`src/source/camera_pkg.sv`:
```
package camera_pkg;

  // stream and pixel geometry
  localparam int PIXEL_W          = 16;
  localparam int CHUNK_W          = 128;
  localparam int PIXELS_PER_CHUNK = 8;   // CHUNK_W / PIXEL_W
  localparam int HCOUNT_W         = 11;
  localparam int VCOUNT_W         = 10;

  localparam logic [HCOUNT_W-1:0] DEFAULT_WIDTH  = 11'd1280;
  localparam logic [VCOUNT_W-1:0] DEFAULT_HEIGHT = 10'd720;

  localparam logic [PIXEL_W-1:0] MAGENTA = 16'hF81F;  // r=31 g=0 b=31

  // apb register map, byte offsets
  localparam int APB_ADDR_W = 4;
  localparam logic [APB_ADDR_W-1:0] REG_CTRL       = 4'h0;
  localparam logic [APB_ADDR_W-1:0] REG_CUTOFF     = 4'h4;
  localparam logic [APB_ADDR_W-1:0] REG_FRAME_SIZE = 4'h8;
  localparam logic [APB_ADDR_W-1:0] REG_STATUS     = 4'hC;

  // display modes, code 3 acts as raw
  localparam logic [1:0] MODE_RAW     = 2'd0;
  localparam logic [1:0] MODE_MASK    = 2'd1;
  localparam logic [1:0] MODE_OVERLAY = 2'd2;

  typedef struct packed {
    logic [4:0] red;    // bits 15:11
    logic [5:0] green;  // bits 10:5
    logic [4:0] blue;   // bits 4:0
  } rgb565_t;

  // one pixel word, seen either whole or split into colour fields
  typedef union packed {
    logic [PIXEL_W-1:0] raw;
    rgb565_t            rgb;
  } pixel_word_u;

  typedef struct packed {
    pixel_word_u         word;
    logic [HCOUNT_W-1:0] hcount;
    logic [VCOUNT_W-1:0] vcount;
    logic                valid;
  } pixel_beat_t;  // 38 bits

  typedef struct packed {
    logic [CHUNK_W-1:0] data;  // pixel 0 sits in bits 15:0
    logic               last;
    logic               valid;
  } chunk_stream_t;  // 130 bits

  typedef struct packed {
    logic                enable;
    logic [1:0]          mode;
    logic [4:0]          cut_red;
    logic [5:0]          cut_green;
    logic [4:0]          cut_blue;
    logic [HCOUNT_W-1:0] frame_width;
    logic [VCOUNT_W-1:0] frame_height;
  } capture_cfg_t;  // 40 bits

  typedef struct packed {
    logic overflow;    // chunk dropped while one was held
    logic frame_done;  // chunk with last accepted
  } stacker_event_t;

endpackage
```
`src/source/camera_capture_top.sv`:
```
module camera_capture_top (
  input  logic                              clk_camera,
  input  logic                              sys_rst_camera,
  // camera pins, asynchronous
  input  logic                              cam_pclk_i,
  input  logic                              cam_hsync_i,
  input  logic                              cam_vsync_i,
  input  logic [7:0]                        cam_data_i,
  // chunk stream
  input  logic                              chunk_ready_i,
  output camera_pkg::chunk_stream_t         chunk_o,
  // apb slave
  input  logic [camera_pkg::APB_ADDR_W-1:0] paddr_i,
  input  logic                              psel_i,
  input  logic                              penable_i,
  input  logic                              pwrite_i,
  input  logic [31:0]                       pwdata_i,
  output logic [31:0]                       prdata_o,
  output logic                              pready_o,
  output logic                              pslverr_o
);
  import camera_pkg::*;

  capture_cfg_t   cfg;      // register block to datapath
  pixel_beat_t    pix_raw;  // reconstructed camera pixels
  pixel_beat_t    pix_out;  // after threshold and mode
  stacker_event_t events;   // overflow and frame done back to status

  capture_regs capture_regs_inst (
    .clk_camera     (clk_camera),
    .sys_rst_camera (sys_rst_camera),
    .paddr_i        (paddr_i),
    .psel_i         (psel_i),
    .penable_i      (penable_i),
    .pwrite_i       (pwrite_i),
    .pwdata_i       (pwdata_i),
    .prdata_o       (prdata_o),
    .pready_o       (pready_o),
    .pslverr_o      (pslverr_o),
    .events_i       (events),
    .cfg_o          (cfg)
  );

  pixel_reconstruct pixel_reconstruct_inst (
    .clk_camera     (clk_camera),
    .sys_rst_camera (sys_rst_camera),
    .cam_pclk_i     (cam_pclk_i),
    .cam_hsync_i    (cam_hsync_i),
    .cam_vsync_i    (cam_vsync_i),
    .cam_data_i     (cam_data_i),
    .cfg_i          (cfg),
    .pix_o          (pix_raw)
  );

  pixel_mask pixel_mask_inst (
    .clk_camera     (clk_camera),
    .sys_rst_camera (sys_rst_camera),
    .pix_i          (pix_raw),
    .cfg_i          (cfg),
    .pix_o          (pix_out)
  );

  chunk_stacker chunk_stacker_inst (
    .clk_camera     (clk_camera),
    .sys_rst_camera (sys_rst_camera),
    .pix_i          (pix_out),
    .cfg_i          (cfg),
    .chunk_ready_i  (chunk_ready_i),
    .chunk_o        (chunk_o),
    .events_o       (events)
  );

endmodule

```
`src/source/capture_regs.sv`:
```
module capture_regs (
  input  logic                                clk_camera,
  input  logic                                sys_rst_camera,
  input  logic [camera_pkg::APB_ADDR_W-1:0]   paddr_i,
  input  logic                                psel_i,
  input  logic                                penable_i,
  input  logic                                pwrite_i,
  input  logic [31:0]                         pwdata_i,
  output logic [31:0]                         prdata_o,
  output logic                                pready_o,
  output logic                                pslverr_o,
  input  camera_pkg::stacker_event_t          events_i,
  output camera_pkg::capture_cfg_t            cfg_o
);
  import camera_pkg::*;

  capture_cfg_t cfg_q;
  logic         overflow_q;     // sticky, write 1 to clear
  logic [7:0]   frame_count_q;  // wraps at 256
  logic         access;         // apb access phase
  logic         wr_en;
  logic         addr_ok;
  logic [31:0]  rdata;

  assign access = psel_i && penable_i;
  assign wr_en  = access && pwrite_i;

  // read mux, also flags holes in the map
  always_comb begin
    addr_ok = 1'b1;
    rdata   = '0;
    case (paddr_i)
      REG_CTRL: begin
        rdata = {29'b0, cfg_q.mode, cfg_q.enable};
      end
      REG_CUTOFF: begin
        rdata = {11'b0, cfg_q.cut_blue, 2'b0, cfg_q.cut_green, 3'b0, cfg_q.cut_red};
      end
      REG_FRAME_SIZE: begin
        rdata = {6'b0, cfg_q.frame_height, 5'b0, cfg_q.frame_width};
      end
      REG_STATUS: begin
        rdata = {16'b0, frame_count_q, 7'b0, overflow_q};
      end
      default: begin
        addr_ok = 1'b0;  // unaligned offset
      end
    endcase
  end

  assign prdata_o  = rdata;
  assign pready_o  = 1'b1;  // no wait states
  assign pslverr_o = access && !addr_ok;
  assign cfg_o     = cfg_q;

  always_ff @(posedge clk_camera) begin
    if (sys_rst_camera) begin
      cfg_q         <= '{frame_width: DEFAULT_WIDTH, frame_height: DEFAULT_HEIGHT, default: '0};
      overflow_q    <= 1'b0;
      frame_count_q <= '0;
    end else begin
      if (wr_en) begin
        case (paddr_i)
          REG_CTRL: begin
            cfg_q.enable <= pwdata_i[0];
            cfg_q.mode   <= pwdata_i[2:1];
          end
          REG_CUTOFF: begin
            cfg_q.cut_red   <= pwdata_i[4:0];
            cfg_q.cut_green <= pwdata_i[13:8];
            cfg_q.cut_blue  <= pwdata_i[20:16];
          end
          REG_FRAME_SIZE: begin
            cfg_q.frame_width  <= pwdata_i[10:0];
            cfg_q.frame_height <= pwdata_i[25:16];
          end
          REG_STATUS: begin
            if (pwdata_i[0]) begin
              overflow_q <= 1'b0;  // frame count is read only
            end
          end
          default: begin
          end
        endcase
      end
      if (events_i.overflow) begin
        overflow_q <= 1'b1;  // a new overflow wins over a clear
      end
      if (events_i.frame_done) begin
        frame_count_q <= frame_count_q + 1'b1;
      end
    end
  end

endmodule

```
`src/source/chunk_stacker.sv`:
```
module chunk_stacker (
  input  logic                       clk_camera,
  input  logic                       sys_rst_camera,
  input  camera_pkg::pixel_beat_t    pix_i,
  input  camera_pkg::capture_cfg_t   cfg_i,
  input  logic                       chunk_ready_i,
  output camera_pkg::chunk_stream_t  chunk_o,
  output camera_pkg::stacker_event_t events_o
);
  import camera_pkg::*;

  logic               capture_q;    // enable latched for the running frame
  logic [2:0]         slot_q;       // next slot in the shift word
  logic [2:0]         slot_cur;
  logic [CHUNK_W-1:0] shift_q;
  logic [CHUNK_W-1:0] shift_nxt;
  logic               frame_start;  // pixel 0,0
  logic               take;
  logic               chunk_full;   // eighth pixel of a chunk arrives
  logic               last_pix;
  logic               accept;
  logic               load;

  assign frame_start = pix_i.valid && (pix_i.hcount == '0) && (pix_i.vcount == '0);
  assign take        = pix_i.valid && (frame_start ? cfg_i.enable : capture_q);
  assign slot_cur    = frame_start ? 3'd0 : slot_q;  // realign on each frame
  assign chunk_full  = take && (slot_cur == 3'(PIXELS_PER_CHUNK - 1));
  assign last_pix    = (pix_i.hcount == cfg_i.frame_width - 1'b1) &&
                       (pix_i.vcount == cfg_i.frame_height - 1'b1);
  assign shift_nxt   = {pix_i.word.raw, shift_q[CHUNK_W-1:PIXEL_W]};  // oldest drifts down
  assign accept      = chunk_o.valid && chunk_ready_i;
  assign load        = chunk_full && (!chunk_o.valid || chunk_ready_i);  // slot free or freeing

  always_ff @(posedge clk_camera) begin
    if (take) begin
      shift_q <= shift_nxt;
    end
    if (load) begin
      chunk_o.data <= shift_nxt;
      chunk_o.last <= last_pix;  // width is a multiple of 8 so the last pixel ends a chunk
    end
    if (sys_rst_camera) begin
      capture_q     <= 1'b0;
      slot_q        <= '0;
      chunk_o.valid <= 1'b0;
      events_o      <= '0;
    end else begin
      if (frame_start) begin
        capture_q <= cfg_i.enable;  // whole frame or nothing
      end
      if (take) begin
        slot_q <= slot_cur + 1'b1;  // wraps after slot 7
      end
      if (load) begin
        chunk_o.valid <= 1'b1;
      end else if (accept) begin
        chunk_o.valid <= 1'b0;
      end
      events_o.overflow   <= chunk_full && !load;  // held chunk stays, new one is lost
      events_o.frame_done <= accept && chunk_o.last;
    end
  end

endmodule

```
`src/source/pixel_mask.sv`:
```
module pixel_mask (
  input  logic                     clk_camera,
  input  logic                     sys_rst_camera,
  input  camera_pkg::pixel_beat_t  pix_i,
  input  camera_pkg::capture_cfg_t cfg_i,
  output camera_pkg::pixel_beat_t  pix_o
);
  import camera_pkg::*;

  logic        hit;       // all three channels reach their cutoff
  pixel_word_u word_nxt;

  // threshold straight on the rgb565 fields
  assign hit = (pix_i.word.rgb.red   >= cfg_i.cut_red)   &&
               (pix_i.word.rgb.green >= cfg_i.cut_green) &&
               (pix_i.word.rgb.blue  >= cfg_i.cut_blue);

  always_comb begin
    word_nxt = pix_i.word;
    case (cfg_i.mode)
      MODE_RAW: begin
        word_nxt = pix_i.word;
      end
      MODE_MASK: begin
        word_nxt.raw = hit ? '1 : '0;  // white where masked, black elsewhere
      end
      MODE_OVERLAY: begin
        if (hit) begin
          word_nxt.raw = MAGENTA;  // paint over the camera image
        end
      end
      default: begin
        word_nxt = pix_i.word;  // code 3 acts as raw
      end
    endcase
  end

  // one register stage, counts ride along
  always_ff @(posedge clk_camera) begin
    pix_o.word   <= word_nxt;
    pix_o.hcount <= pix_i.hcount;
    pix_o.vcount <= pix_i.vcount;
    if (sys_rst_camera) begin
      pix_o.valid <= 1'b0;
    end else begin
      pix_o.valid <= pix_i.valid;
    end
  end

endmodule

```
`src/source/pixel_reconstruct.sv`:
```
module pixel_reconstruct (
  input  logic                     clk_camera,
  input  logic                     sys_rst_camera,
  input  logic                     cam_pclk_i,   // async to clk_camera
  input  logic                     cam_hsync_i,
  input  logic                     cam_vsync_i,
  input  logic [7:0]               cam_data_i,
  input  camera_pkg::capture_cfg_t cfg_i,
  output camera_pkg::pixel_beat_t  pix_o
);
  import camera_pkg::*;

  // two-stage synchronizers, bit 1 is the usable stage
  logic [1:0] pclk_sync;
  logic [1:0] hsync_sync;
  logic [1:0] vsync_sync;
  logic [7:0] data_meta;
  logic [7:0] data_sync;

  logic pclk_prev;
  logic hsync_prev;
  logic pclk_rise;   // rising edge of sampled pclk
  logic hsync_fall;  // end of line
  logic byte_take;   // a byte is sampled this cycle
  logic in_range;    // current position lies inside the frame

  logic                byte_phase;  // 0 waits for high byte, 1 for low byte
  logic [7:0]          high_byte;
  logic [HCOUNT_W-1:0] hcount_q;    // index of the next pixel in the line
  logic [VCOUNT_W-1:0] vcount_q;

  pixel_word_u         pix_word;
  logic [HCOUNT_W-1:0] pix_hcount;
  logic [VCOUNT_W-1:0] pix_vcount;
  logic                pix_valid;

  always_ff @(posedge clk_camera) begin
    data_meta <= cam_data_i;  // data only needs to line up with pclk
    data_sync <= data_meta;
    if (sys_rst_camera) begin
      pclk_sync  <= '0;
      hsync_sync <= '0;
      vsync_sync <= '0;
      pclk_prev  <= 1'b0;
      hsync_prev <= 1'b0;
    end else begin
      pclk_sync  <= {pclk_sync[0], cam_pclk_i};
      hsync_sync <= {hsync_sync[0], cam_hsync_i};
      vsync_sync <= {vsync_sync[0], cam_vsync_i};
      pclk_prev  <= pclk_sync[1];
      hsync_prev <= hsync_sync[1];
    end
  end

  assign pclk_rise  = pclk_sync[1] & ~pclk_prev;
  assign hsync_fall = hsync_prev & ~hsync_sync[1];
  assign byte_take  = pclk_rise & hsync_sync[1];
  assign in_range   = (hcount_q < cfg_i.frame_width) && (vcount_q < cfg_i.frame_height);

  // counters and byte phase
  always_ff @(posedge clk_camera) begin
    if (sys_rst_camera) begin
      byte_phase <= 1'b0;
      hcount_q   <= '0;
      vcount_q   <= '0;
      pix_valid  <= 1'b0;
    end else begin
      pix_valid <= 1'b0;  // one-cycle beat
      if (vsync_sync[1]) begin  // frame restart
        vcount_q   <= '0;
        hcount_q   <= '0;
        byte_phase <= 1'b0;
      end else if (hsync_fall) begin
        hcount_q   <= '0;
        byte_phase <= 1'b0;  // a half pixel at line end is dropped
        if (vcount_q < cfg_i.frame_height) begin
          vcount_q <= vcount_q + 1'b1;  // stops past the last line
        end
      end else if (byte_take) begin
        byte_phase <= ~byte_phase;
        if (byte_phase && in_range) begin  // stray bytes past the width are ignored
          pix_valid <= 1'b1;
          hcount_q  <= hcount_q + 1'b1;
        end
      end
    end
  end

  // pixel payload, qualified by pix_valid
  always_ff @(posedge clk_camera) begin
    if (byte_take && !byte_phase) begin
      high_byte <= data_sync;  // high byte comes first
    end
    if (byte_take && byte_phase) begin
      pix_word.raw <= {high_byte, data_sync};
      pix_hcount   <= hcount_q;
      pix_vcount   <= vcount_q;
    end
  end

  assign pix_o = '{word: pix_word, hcount: pix_hcount, vcount: pix_vcount, valid: pix_valid};

endmodule

```
`config.mk`:
```
export PLATFORM = sky130hd
export DESIGN_NAME = camera_capture_top
export DESIGN_NICKNAME = d
export VERILOG_FILES = /design/src/source/camera_pkg.sv /design/src/source/camera_capture_top.sv /design/src/source/capture_regs.sv /design/src/source/chunk_stacker.sv /design/src/source/pixel_mask.sv /design/src/source/pixel_reconstruct.sv
export SDC_FILE = /design/constraint.sdc
export NUM_CORES = 1
export LEC_CHECK = 0
export ABC_AREA = 1
export BUFFER_PORTS_ARGS = -buffer_cell sky130_fd_sc_hd__buf_2
export CORE_UTILIZATION = 51
export DETAILED_ROUTE_END_ITERATION = 12
export PLACE_DENSITY_LB_ADDON = 0.2
export SETUP_SLACK_MARGIN = 0.05
export SLEW_MARGIN = 20
export SYNTH_ARGS = -nofsm -noshare
export SYNTH_HDL_FRONTEND = slang
export SYNTH_SLANG_ARGS = --single-unit
```
`constraint.sdc`:
```
create_clock -name clk_camera -period 7.6 [get_ports clk_camera]
set_input_delay 1.52 -clock clk_camera [delete_from_list [all_inputs] [get_ports clk_camera]]
set_output_delay 1.52 -clock clk_camera [all_outputs]
set_load 0.005 [all_outputs]
```
# Word level (Yosys, flattened, before mapping)
# Index checks and enable logic that the tools add are counted.
[word_totals] register_bits=443 in_bits=53 out_inout_bits=164 wordCells=116
[classes] add_sub_neg=6 n_lt_le_gt_ge=5 eq_ne=8 mux=14 n_bitwise=7 n_reduce_logical=40
[ops] cell="one-hot mux 26 bit (4 select lines)" n=1
[ops] cell="2-to-1 mux 16 bit" n=2
[ops] cell="one-hot mux 16 bit (2 select lines)" n=1
[ops] cell="logical AND 1 bit" n=18
[ops] cell="adder 11 x 1 -> 11 bit (second input constant)" n=1
[ops] cell="== test 11 bit" n=1
[ops] cell="logical NOT 11 bit" n=1
[ops] cell="< comparator 11 bit" n=1
[ops] cell="subtractor 11 x 1 -> 11 bit (second input constant)" n=1
[ops] cell="adder 10 x 1 -> 10 bit (second input constant)" n=1
[ops] cell="== test 10 bit" n=1
[ops] cell=">= comparator 5 bit" n=2
[ops] cell="logical NOT 10 bit" n=1
[ops] cell="< comparator 10 bit" n=1
[ops] cell="AND reduction 2 bit" n=5
[ops] cell="subtractor 10 x 1 -> 10 bit (second input constant)" n=1
[ops] cell="2-to-1 mux 1 bit" n=9
[ops] cell="adder 8 x 1 -> 8 bit (second input constant)" n=1
[ops] cell="== test 4 bit (second input constant)" n=2
[ops] cell="nonzero test 2 bit" n=4
[ops] cell="OR reduction 4 bit" n=2
[ops] cell=">= comparator 6 bit" n=1
[ops] cell="== test 4 x 3 -> 1 bit (second input constant)" n=1
[ops] cell="logical NOT 1 bit" n=4
[ops] cell="other kinds (12)" n=17

# Longest topological paths before layout
# Gate-level depths: netlist of run 1.
[depth] depth_word=9 depth_mapped=14

# Modules after synthesis
# Synthesis of run 1 repeated with hierarchy kept, for this count alone.
[hier_totals] cells_unflattened=1355 area_unflattened_um2=16101.7
[by_module_without_submodules] module="chunk_stacker" instances=1 cells_each=489 area_each_um2=8523.2 seq_area_each_um2=7377.1
[by_module_without_submodules] module="pixel_reconstruct" instances=1 cells_each=354 area_each_um2=3704.8 seq_area_each_um2=2292.2
[by_module_without_submodules] module="capture_regs" instances=1 cells_each=313 area_each_um2=2218.4 seq_area_each_um2=980.9
[by_module_without_submodules] module="pixel_mask" instances=1 cells_each=199 area_each_um2=1655.3 seq_area_each_um2=760.7

# Worst setup path after synthesis of run 1
# No wires, ideal clock.
[synth_path] path_type="register to register" start="reg pixel_mask_inst.pix_o[8] (netlist bit)" end="reg, netlist name chunk_stacker_inst.chunk_o[100]" setup_ps=619 arrival_time_ps=7836 t_required_ps=6981 path_slack_ps=-856 stages_incl_launch_ff=10 path_buffers=0 period_less_slack_ps=8456 cell_sequence="dfxtp_1 -> nor2_1 -> nand2_1 -> nor2_1 -> nand4_1 -> nand2_1 -> nand2_1 -> inv_2 -> nand2_1 -> nor2_1"
[synth_between] elab_chain_len=6 elab_cells_between_ends=8 cone_classes="1 x eq/ne; 2 x mux; 5 x reduce/logical"
[synth_lines] element="start: declaration" line_no="pixel_mask.sv:6" source="output camera_pkg::pixel_beat_t pix_o"
[synth_lines] element="logical NOT 10 bit" line_no="chunk_stacker.sv:24" source="assign frame_start = pix_i.valid && (pix_i.hcount == '0) && (pix_i.vcount == '0);"
[synth_lines] element="logical AND 1 bit" line_no="chunk_stacker.sv:24"
[synth_lines] element="2-to-1 mux 1 bit"
[synth_lines] element="logical AND 1 bit" line_no="chunk_stacker.sv:25" source="assign take = pix_i.valid && (frame_start ? cfg_i.enable : capture_q);"
[synth_lines] element="net chunk_stacker_inst.take" line_no="chunk_stacker.sv:18" source="logic take;"
[synth_lines] element="logical AND 1 bit" line_no="chunk_stacker.sv:27" source="assign chunk_full = take && (slot_cur == 3'(PIXELS_PER_CHUNK - 1));"
[synth_lines] element="logical AND 1 bit" line_no="chunk_stacker.sv:32" source="assign load = chunk_full && (!chunk_o.valid || chunk_ready_i);"
[synth_lines] element="net chunk_stacker_inst.load" line_no="chunk_stacker.sv:22" source="logic load;"
# The timed path passes the listed nets, and every way through them passes these cells.
# A chain may end at the register's enable or synchronous reset.

# Final worst setup path of run 1
[layout_path] start="in paddr_i[1] (netlist bit)" end="out prdata_o[1]"
[layout_between] elab_chain_len=2 elab_cells_between_ends=5 cone_classes="3 x eq/ne; 1 x mux; 1 x reduce/logical"
[layout_lines] element="start: declaration" line_no="camera_capture_top.sv:13" source="input logic [camera_pkg::APB_ADDR_W-1:0] paddr_i,"
[layout_lines] element="== test 4 bit (tied with other cells)" line_no="capture_regs.sv:32" source="case (paddr_i)"
[layout_lines] element="one-hot mux 26 bit (4 select lines) (*)" line_no="capture_regs.sv:32"
[layout_lines] element="end: declaration" line_no="camera_capture_top.sv:18" source="output logic [31:0] prdata_o,"
# Mark *: on every way between the ends. The rest lies on a longest branch, timed or not.

==> summary.txt, run 1 <==
Critical path
  – Reg2Reg Launch Point: pixel_mask_inst.pix_o[16]
  – FF-to-FF End: chunk_stacker_inst.chunk_o[99]
  – R2R Setup Slk: 3680 ps
  – Worst-path fanout max: 16
  – Worst path max stage delay: 530 ps
  – CP Cell Sequence: buf_2 -> nor2_2 -> nand2_1 -> o221ai_1 -> buf_2
  – Slowest cell on the critical path: o221ai_1
  – Critical Path AT: about 3000 ps
  – Worst R2R Path Depth: 11
  – Worst Path Buf+Inv: 2
  – Crit path kind: in -> out
  – Critical Path RT: 6080 ps
  – Critical path's top delay family: simple AND/OR/NAND/NOR gates
  – CP most frequent cell: buf_2
  – Crit. End Element: primary output
  – Startpoint types: input pin

Finish
  – Layout Nets: 1576
  – Commonest non-fill, non-tap cell in the layout: edfxtp_1
  – Share of layout cells above drive strength 1: between 20% and 30%
  – Area Overhead vs Synth: 18.2%
  – Most frequent cells in the layout: edfxtp_1 (286), nand2_1 (210), buf_2 (201), inv_1 (144), dfxtp_1 (141)
  – Post-route cell area: 18400 µm²

STA
  – Clock skew: 20.1 ps
  – Final setup viols: 0
  – Max Slew Vio Count: 0
  – Clock period minus worst slack: 4520 ps
  – RSZ-0062 raised after global routing: no
  – TNS Setup: 0 ps
  – FMAX: roughly 0.22 GHz
  – Slew @ Worst Pin: approximately 1000 ps
  – Final Cycle Share: about three fifths
  – Slew headroom: about 30%
  – Final hold vios: 0

Route
  – Via count: 9514
  – Post-route DRC: 0
  – Wirelength, routed: 29900 µm
  – Wire per inst: 15.7 µm
  – ANT nets after route: 0
  – Drt first pass iters: 5
  – DR vias/cell: ~5
  – DR iter-0 viols: 760

CTS
  – Clock latency on the worst-skew pair: approximately 540 ps
  – CTS Buf Count: between 40 and 50
  – CTS tree: yes
  – Clock tree buffer depth: 3
  – CTS Sinks: about 430
  – CTS Root Cell: clkbuf_16
  – Hold buffers post-CTS: 0
  – Htree depth: 2
  – Clk pin slew, worst setup/hold paths: 60 ps
  – Post-cts sizing count: 0
  – Post-CTS Repair Setup Buffers: 0

Yosys
  – Sequential share of the synthesized area: 73.1%
  – Synth area leaders: edfxtp_1 (55%), dfxtp_1 (18%), nand2_1 (5.1%)
  – Post-Synthesis Cell Area: around 16000 µm²
  – Syn Inst Count: 1252
  – Ys flop type: edfxtp_1
  – Yosys reg bits: around 430
  – Yosys warns: 0
  – Mean Syn Cell Area: between 10 and 15 µm²
  – Async S/R FF share, synth: 0%
  – Post-synth top area share: a little under three fifths
  – Yosys cell types: 42
  – Post-synth top area cell: edfxtp_1
  – Post-synth EDFFs: about 290

Placed design
  – Port bufs: about 200
  – Final Wtd Congestion: ~0.85
  – Placement Cell Area: around 17000 µm²
  – Post-DP HPWL: roughly 21000 µm

Min path
  – Hold Path Cell Cnt: 0
  – Hold EP: pixel_reconstruct_inst.data_sync[0]
  – Hold Path Origin: pixel_reconstruct_inst.data_meta[0]
  – Worst Hold Class: reg -> reg

Pwr
  – Worst VDD drop: between 0.00015 and 0.0002 V
  – Power Dens Cells: around 250 nW/µm²
  – Leakage: 0.00730 µW

Die
  – Row count: 63
  – Die area: ~31000 µm²
  – Core area: around 30000 µm²
  – Die Span Y: approximately 180 µm
  – Chip width: 177 µm
  – I/O pin count: 217
  – Initial core utilization: ~52%

GRT
  – First-pass GRT wire length: approximately 46000 µm
  – Remaining global-route overflow: 0
  – Largest net degree at the start of global routing: between 80 and 90
  – Initial antenna violation count: 2
  – Gr usage total: a little under a fifth
  – Number of global-route vias before repair: approximately 9000

Run status
  – Run status: finished, final reports clean

Run
  – Max-Cap Viols: 0
==> layout make-up <==
cell class | count | area [µm²]
fillers | 2339 | 11400
flip-flops and latches | 427 | 11400
multi-input cells | 643 | 3450
clock buffers | 59 | 1170
repair buffers | 205 | 1040
inverters | 158 | 596
well taps | 390 | 488
clock inverters | 19 | 277
diodes | 3 | 7.51
==> sequential cells by signal, indices dropped and copies added, names as in the netlist, 10 cells and up <==
signal                             cells
chunk_stacker_inst.chunk_o           130
pixel_reconstruct_inst.vcount_q       10
pixel_mask_inst.pix_o                 38
pixel_reconstruct_inst.pix_vcount     10
capture_regs_inst.cfg_o               40
pixel_reconstruct_inst.hcount_q       11
pixel_reconstruct_inst.pix_hcount     11
chunk_stacker_inst.shift_q           112
pixel_reconstruct_inst.pix_word       16
==> metrics by stage <==
step / hold WS [ps] / worst slack [ps] / util, % / std cells / total power (µW)
finish: 325 / 3080 / 61.7 / 1904 / 4650
global route: 333 / 3010 / 61.7 / 1901 / 4790
CTS: 326 / 3050 / 61.7 / 1901 / 4700
detailed placement: 312 / 3050 / 56.8 / 1823 / 2570
global placement: 314 / 3070 / 56.8 / 1823 / 2570
floorplan: 310 / 1310 / - / 1257 / 2550
==> logic make-up (layout without fill, tap and decap cells) <==
group                      Yosys count  in the layout  share of synthesized area, %
buffers and inverters              187            441                          4.89
and+or+nand+nor                    415            415                          11.6
xor gates and xnor gates            16             16                         0.986
other                                2             10                        0.0481
adders and majority gates           44             44                          3.53
AOI/OAI and AO/OA                  161            161                          5.81
DFF                                427            427                          73.1
==> worst max-delay path by stage <==
stage / startpoint / end / slack [ps] / cells after the start
finish: paddr_i[1] / prdata_o[1] / 3080 / 5
global route: paddr_i[1] / prdata_o[1] / 3010 / 5
CTS: paddr_i[1] / prdata_o[2] / 3050 / 5
detailed placement: paddr_i[1] / prdata_o[1] / 3050 / 5
global placement: paddr_i[1] / prdata_o[1] / 3070 / 5
floorplan: pixel_mask_inst.pix_o[8] / chunk_stacker_inst.chunk_o[100] / 1310 / 9
==> worst register-to-register path: cells and delay by family (launching register included) <==
kind,cells,cell delay [ps]
and+or+nand+nor,8,1290
buffers and inverters,3,1900
DFF,1,320
==> synth_stat cells, types with 2 or more instances <==
library cell	count
edfxtp_1	286
nand2_1	210
inv_1	144
dfxtp_1	141
nor2_1	101
a21oi_1	63
nand3_1	49
o21ai_0	49
ha_1	44
nand4_1	18
nor3_1	12
inv_2	10
o21bai_1	10
clkbuf_1	9
o211ai_1	9
o22ai_1	9
xor2_1	9
buf_4	8
o21ai_1	8
buf_2	7
nor2_2	7
nand3_2	6
xnor2_1	6
clkinv_1	4
nor2_4	4
o221ai_1	4
buf_6	3
o21ai_2	3
a21o_1	2
buf_1	2
conb_1	2
nand3b_1	2
nor4_1	2
==> power by group <==
group | leakage (µW) | switching, µW | total (µW) | internal [µW]
registers | 0.00372 | 5.05 | 2460 | 2460
logic | 0.00289 | 38.5 | 58.6 | 20.2
clock network | 0.000701 | 833 | 2120 | 1290
==> layer usage <==
metal	vias up	part of all wire (%)	GRT usage (%)	wire, µm
met5	-	0	0	0
met4	0	2.3	6.00	688
met3	44	6.5	3.52	1950
met2	300	47	30.6	14000
met1	4433	44	26.3	13200
li1	4737	-	-	-
Note: power is estimated with default switching activity, not from simulation.
==> inputs of run 2 (changes only) <==
Clock period 7.6 ns to 3.85 ns, I/O delays scaled along.
==> run 2 against run 1 <==
Sequential power grew 98%. Clock power grew 79%. Global-route usage is essentially flat. Wire length shrank 0.55%. Largest power group unchanged. Total power grew 89%. Hold slack is essentially flat. First-iteration DRC count shrank 26%. Via count shrank 0.62%. Clock skew shrank 3.2 ps.
==> summary.txt, run 2 (synthesis results as in run 1) <==
Pwr
  – Psw: 1730 µW
  – Sequential Power Share: 55.4%
  – Worst VDD drop: 0.000335 V
  – Combinational Power Share: 1.3%
  – Power Dens Cells: between 400 and 500 nW/µm²
  – Leakage: between 0.007 and 0.008 µW
  – Clock share of power: 43.3%
  – Internal: slightly above 7000 µW
  – Net Sw Frac: between 10% and 20%

STA
  – Final Cycle Share: between 70% and 80%
  – Final hold vios: 0
  – Hold Worst Slack: ~330 ps
  – Slew headroom: between 40% and 50%
  – RSZ-0062 raised after global routing: no
  – Slew @ Worst Pin: between 700 and 800 ps
  – FMAX: around 0.33 GHz
  – Final setup viols: 0
  – Max Slew Vio Count: 0
  – Clock skew: approximately 17 ps
  – TNS Setup: 0 ps
  – Clock period minus worst slack: roughly 3000 ps

Critical path
  – Crit path kind: in -> out
  – Critical Path AT: 2260 ps
  – Crit. End Element: primary output
  – Slowest cell on the critical path: o221ai_1
  – Worst-path fanout max: 16
  – Startpoint types: input pin
  – CP most frequent cell: buf_2
  – CP Cell Sequence: buf_2 -> nor2_2 -> nand2_1 -> o221ai_1 -> buf_2
  – Critical Path RT: between 3000 and 4000 ps
  – Worst path max stage delay: 540 ps

Die
  – Initial core utilization: approximately 52%
  – Die Span Y: roughly 180 µm
  – Die area: 31300 µm²
  – I/O pin count: around 220
  – Chip width: ~180 µm
  – Core area: between 20000 and 30000 µm²
  – Row count: 63

Finish
  – Number of fill cells in the layout: between 2000 and 2500
  – Share of layout cells above drive strength 1: 19.9%
  – Layout Nets: around 1600
  – Area Overhead vs Synth: 17.9%
  – Multi-input logic area: around 3500 µm²
  – FF/Latch Area: around 11000 µm²
  – Most flops, register: chunk_stacker_inst.chunk_o
  – Max reg flops: 130
  – Most frequent cells in the layout: edfxtp_1 (286), nand2_1 (208), buf_2 (201), inv_1 (144), dfxtp_1 (141)
  – Commonest non-fill, non-tap cell in the layout: edfxtp_1

GRT
  – Number of global-route vias before repair: roughly 9000
  – Gr usage total: roughly a fifth
  – Largest net degree at the start of global routing: 71
  – Initial antenna violation count: 2
  – Remaining global-route overflow: 0
  – First-pass GRT wire length: roughly 46000 µm

Route
  – Wirelength, routed: roughly 30000 µm
  – ANT nets after route: 0
  – Wire per inst: 15.6 µm
  – DR vias/cell: roughly 5.0
  – Drt first pass iters: 5
  – DR iter-0 viols: around 560
  – Post-route DRC: 0
  – Via count: between 9000 and 10000

Placed design
  – Port bufs: roughly 200
  – Final Wtd Congestion: 0.881
  – Post-DP HPWL: ~21000 µm

CTS
  – CTS Sinks: around 430
  – Post-cts sizing count: 0
  – Clock latency on the worst-skew pair: approximately 540 ps
  – CTS Root Cell: clkbuf_16
  – CTS Buf Count: 42
  – CTS tree: yes
  – Hold buffers post-CTS: 0
  – Post-CTS Repair Setup Buffers: 0
  – Clock tree buffer depth: 3
  – Htree depth: 2
  – Clk pin slew, worst setup/hold paths: 60 ps

Min path
  – Worst Hold Class: reg -> reg

Run status
  – Run status: finished, final reports clean

Run
  – Max-Cap Viols: 0
-- run 2: cell count changes in the layout (fill, tap and decap cells not counted), moves of 3 or more --
cell | before | now
nor2_1 | 100 | 97
nor2_2 | 7 | 10
bufinv_16 | 6 | 2
clkinv_1 | 4 | 17
clkbuf_1 | 14 | 11
-- run 2: per-layer routing --
metal / vias up / wire, µm / track usage [%]
li1: 4721 / - / -
met2: 241 / 14100 / 31.2
met5: - / 13 / 0
met4: 2 / 822 / 6.90
met3: 52 / 1580 / 3.57
met1: 4439 / 13200 / 25.5
-- run 2: final cells by class --
cell class / instances / area share (%)
inverter: 158 / 3.37
sequential: 427 / 62.1
timing repair buffer: 209 / 5.93
clock buffer: 55 / 6.15
clock inverter: 22 / 0.939
multi-input combinational: 643 / 18.9
antenna: 1 / 0.0136
tap: 390 / 2.65
-- run 2: path summary, 6_finish.rpt --
kind	from	end	slack, ps	depth (start not counted)
setup / recovery	paddr_i[1]	prdata_o[1]	820	5
hold / removal	pixel_reconstruct_inst.data_meta[5]	pixel_reconstruct_inst.data_sync[5]	330	0
setup reg to reg	pixel_mask_inst.pix_o[21]	chunk_stacker_inst.chunk_o[12]	1090	10
hold reg to reg	pixel_reconstruct_inst.data_meta[5]	pixel_reconstruct_inst.data_sync[5]	330	0
-- run 2: worst max-delay path: cells and delay by family --
kind            cells  cell delay [ps]
buf+inv             2              290
compound gates      1              540
simple gates        2              650
-- run 2: metrics by stage --
stage	utilization (%)	total power, µW	setup slack [ps]	instances	area, µm²
finish	61.5	8780	818	1905	18400
global route	61.5	9070	712	1904	18400
CTS	61.5	8870	773	1904	18400
detailed placement	57.2	5080	813	1827	17100
global placement	57.2	5080	825	1827	17100
floorplan	-	5030	73.8	1257	15700
-- run 2: power by group through the flow --
stage               clock [µW]  sequential [µW]  combinational [µW]
floorplan                    0             4960                70.7
global placement             0             4960                 114
detailed placement           0             4960                 115
CTS                       3890             4860                 116
global route              4080             4860                 131
finish                    3800             4860                 117
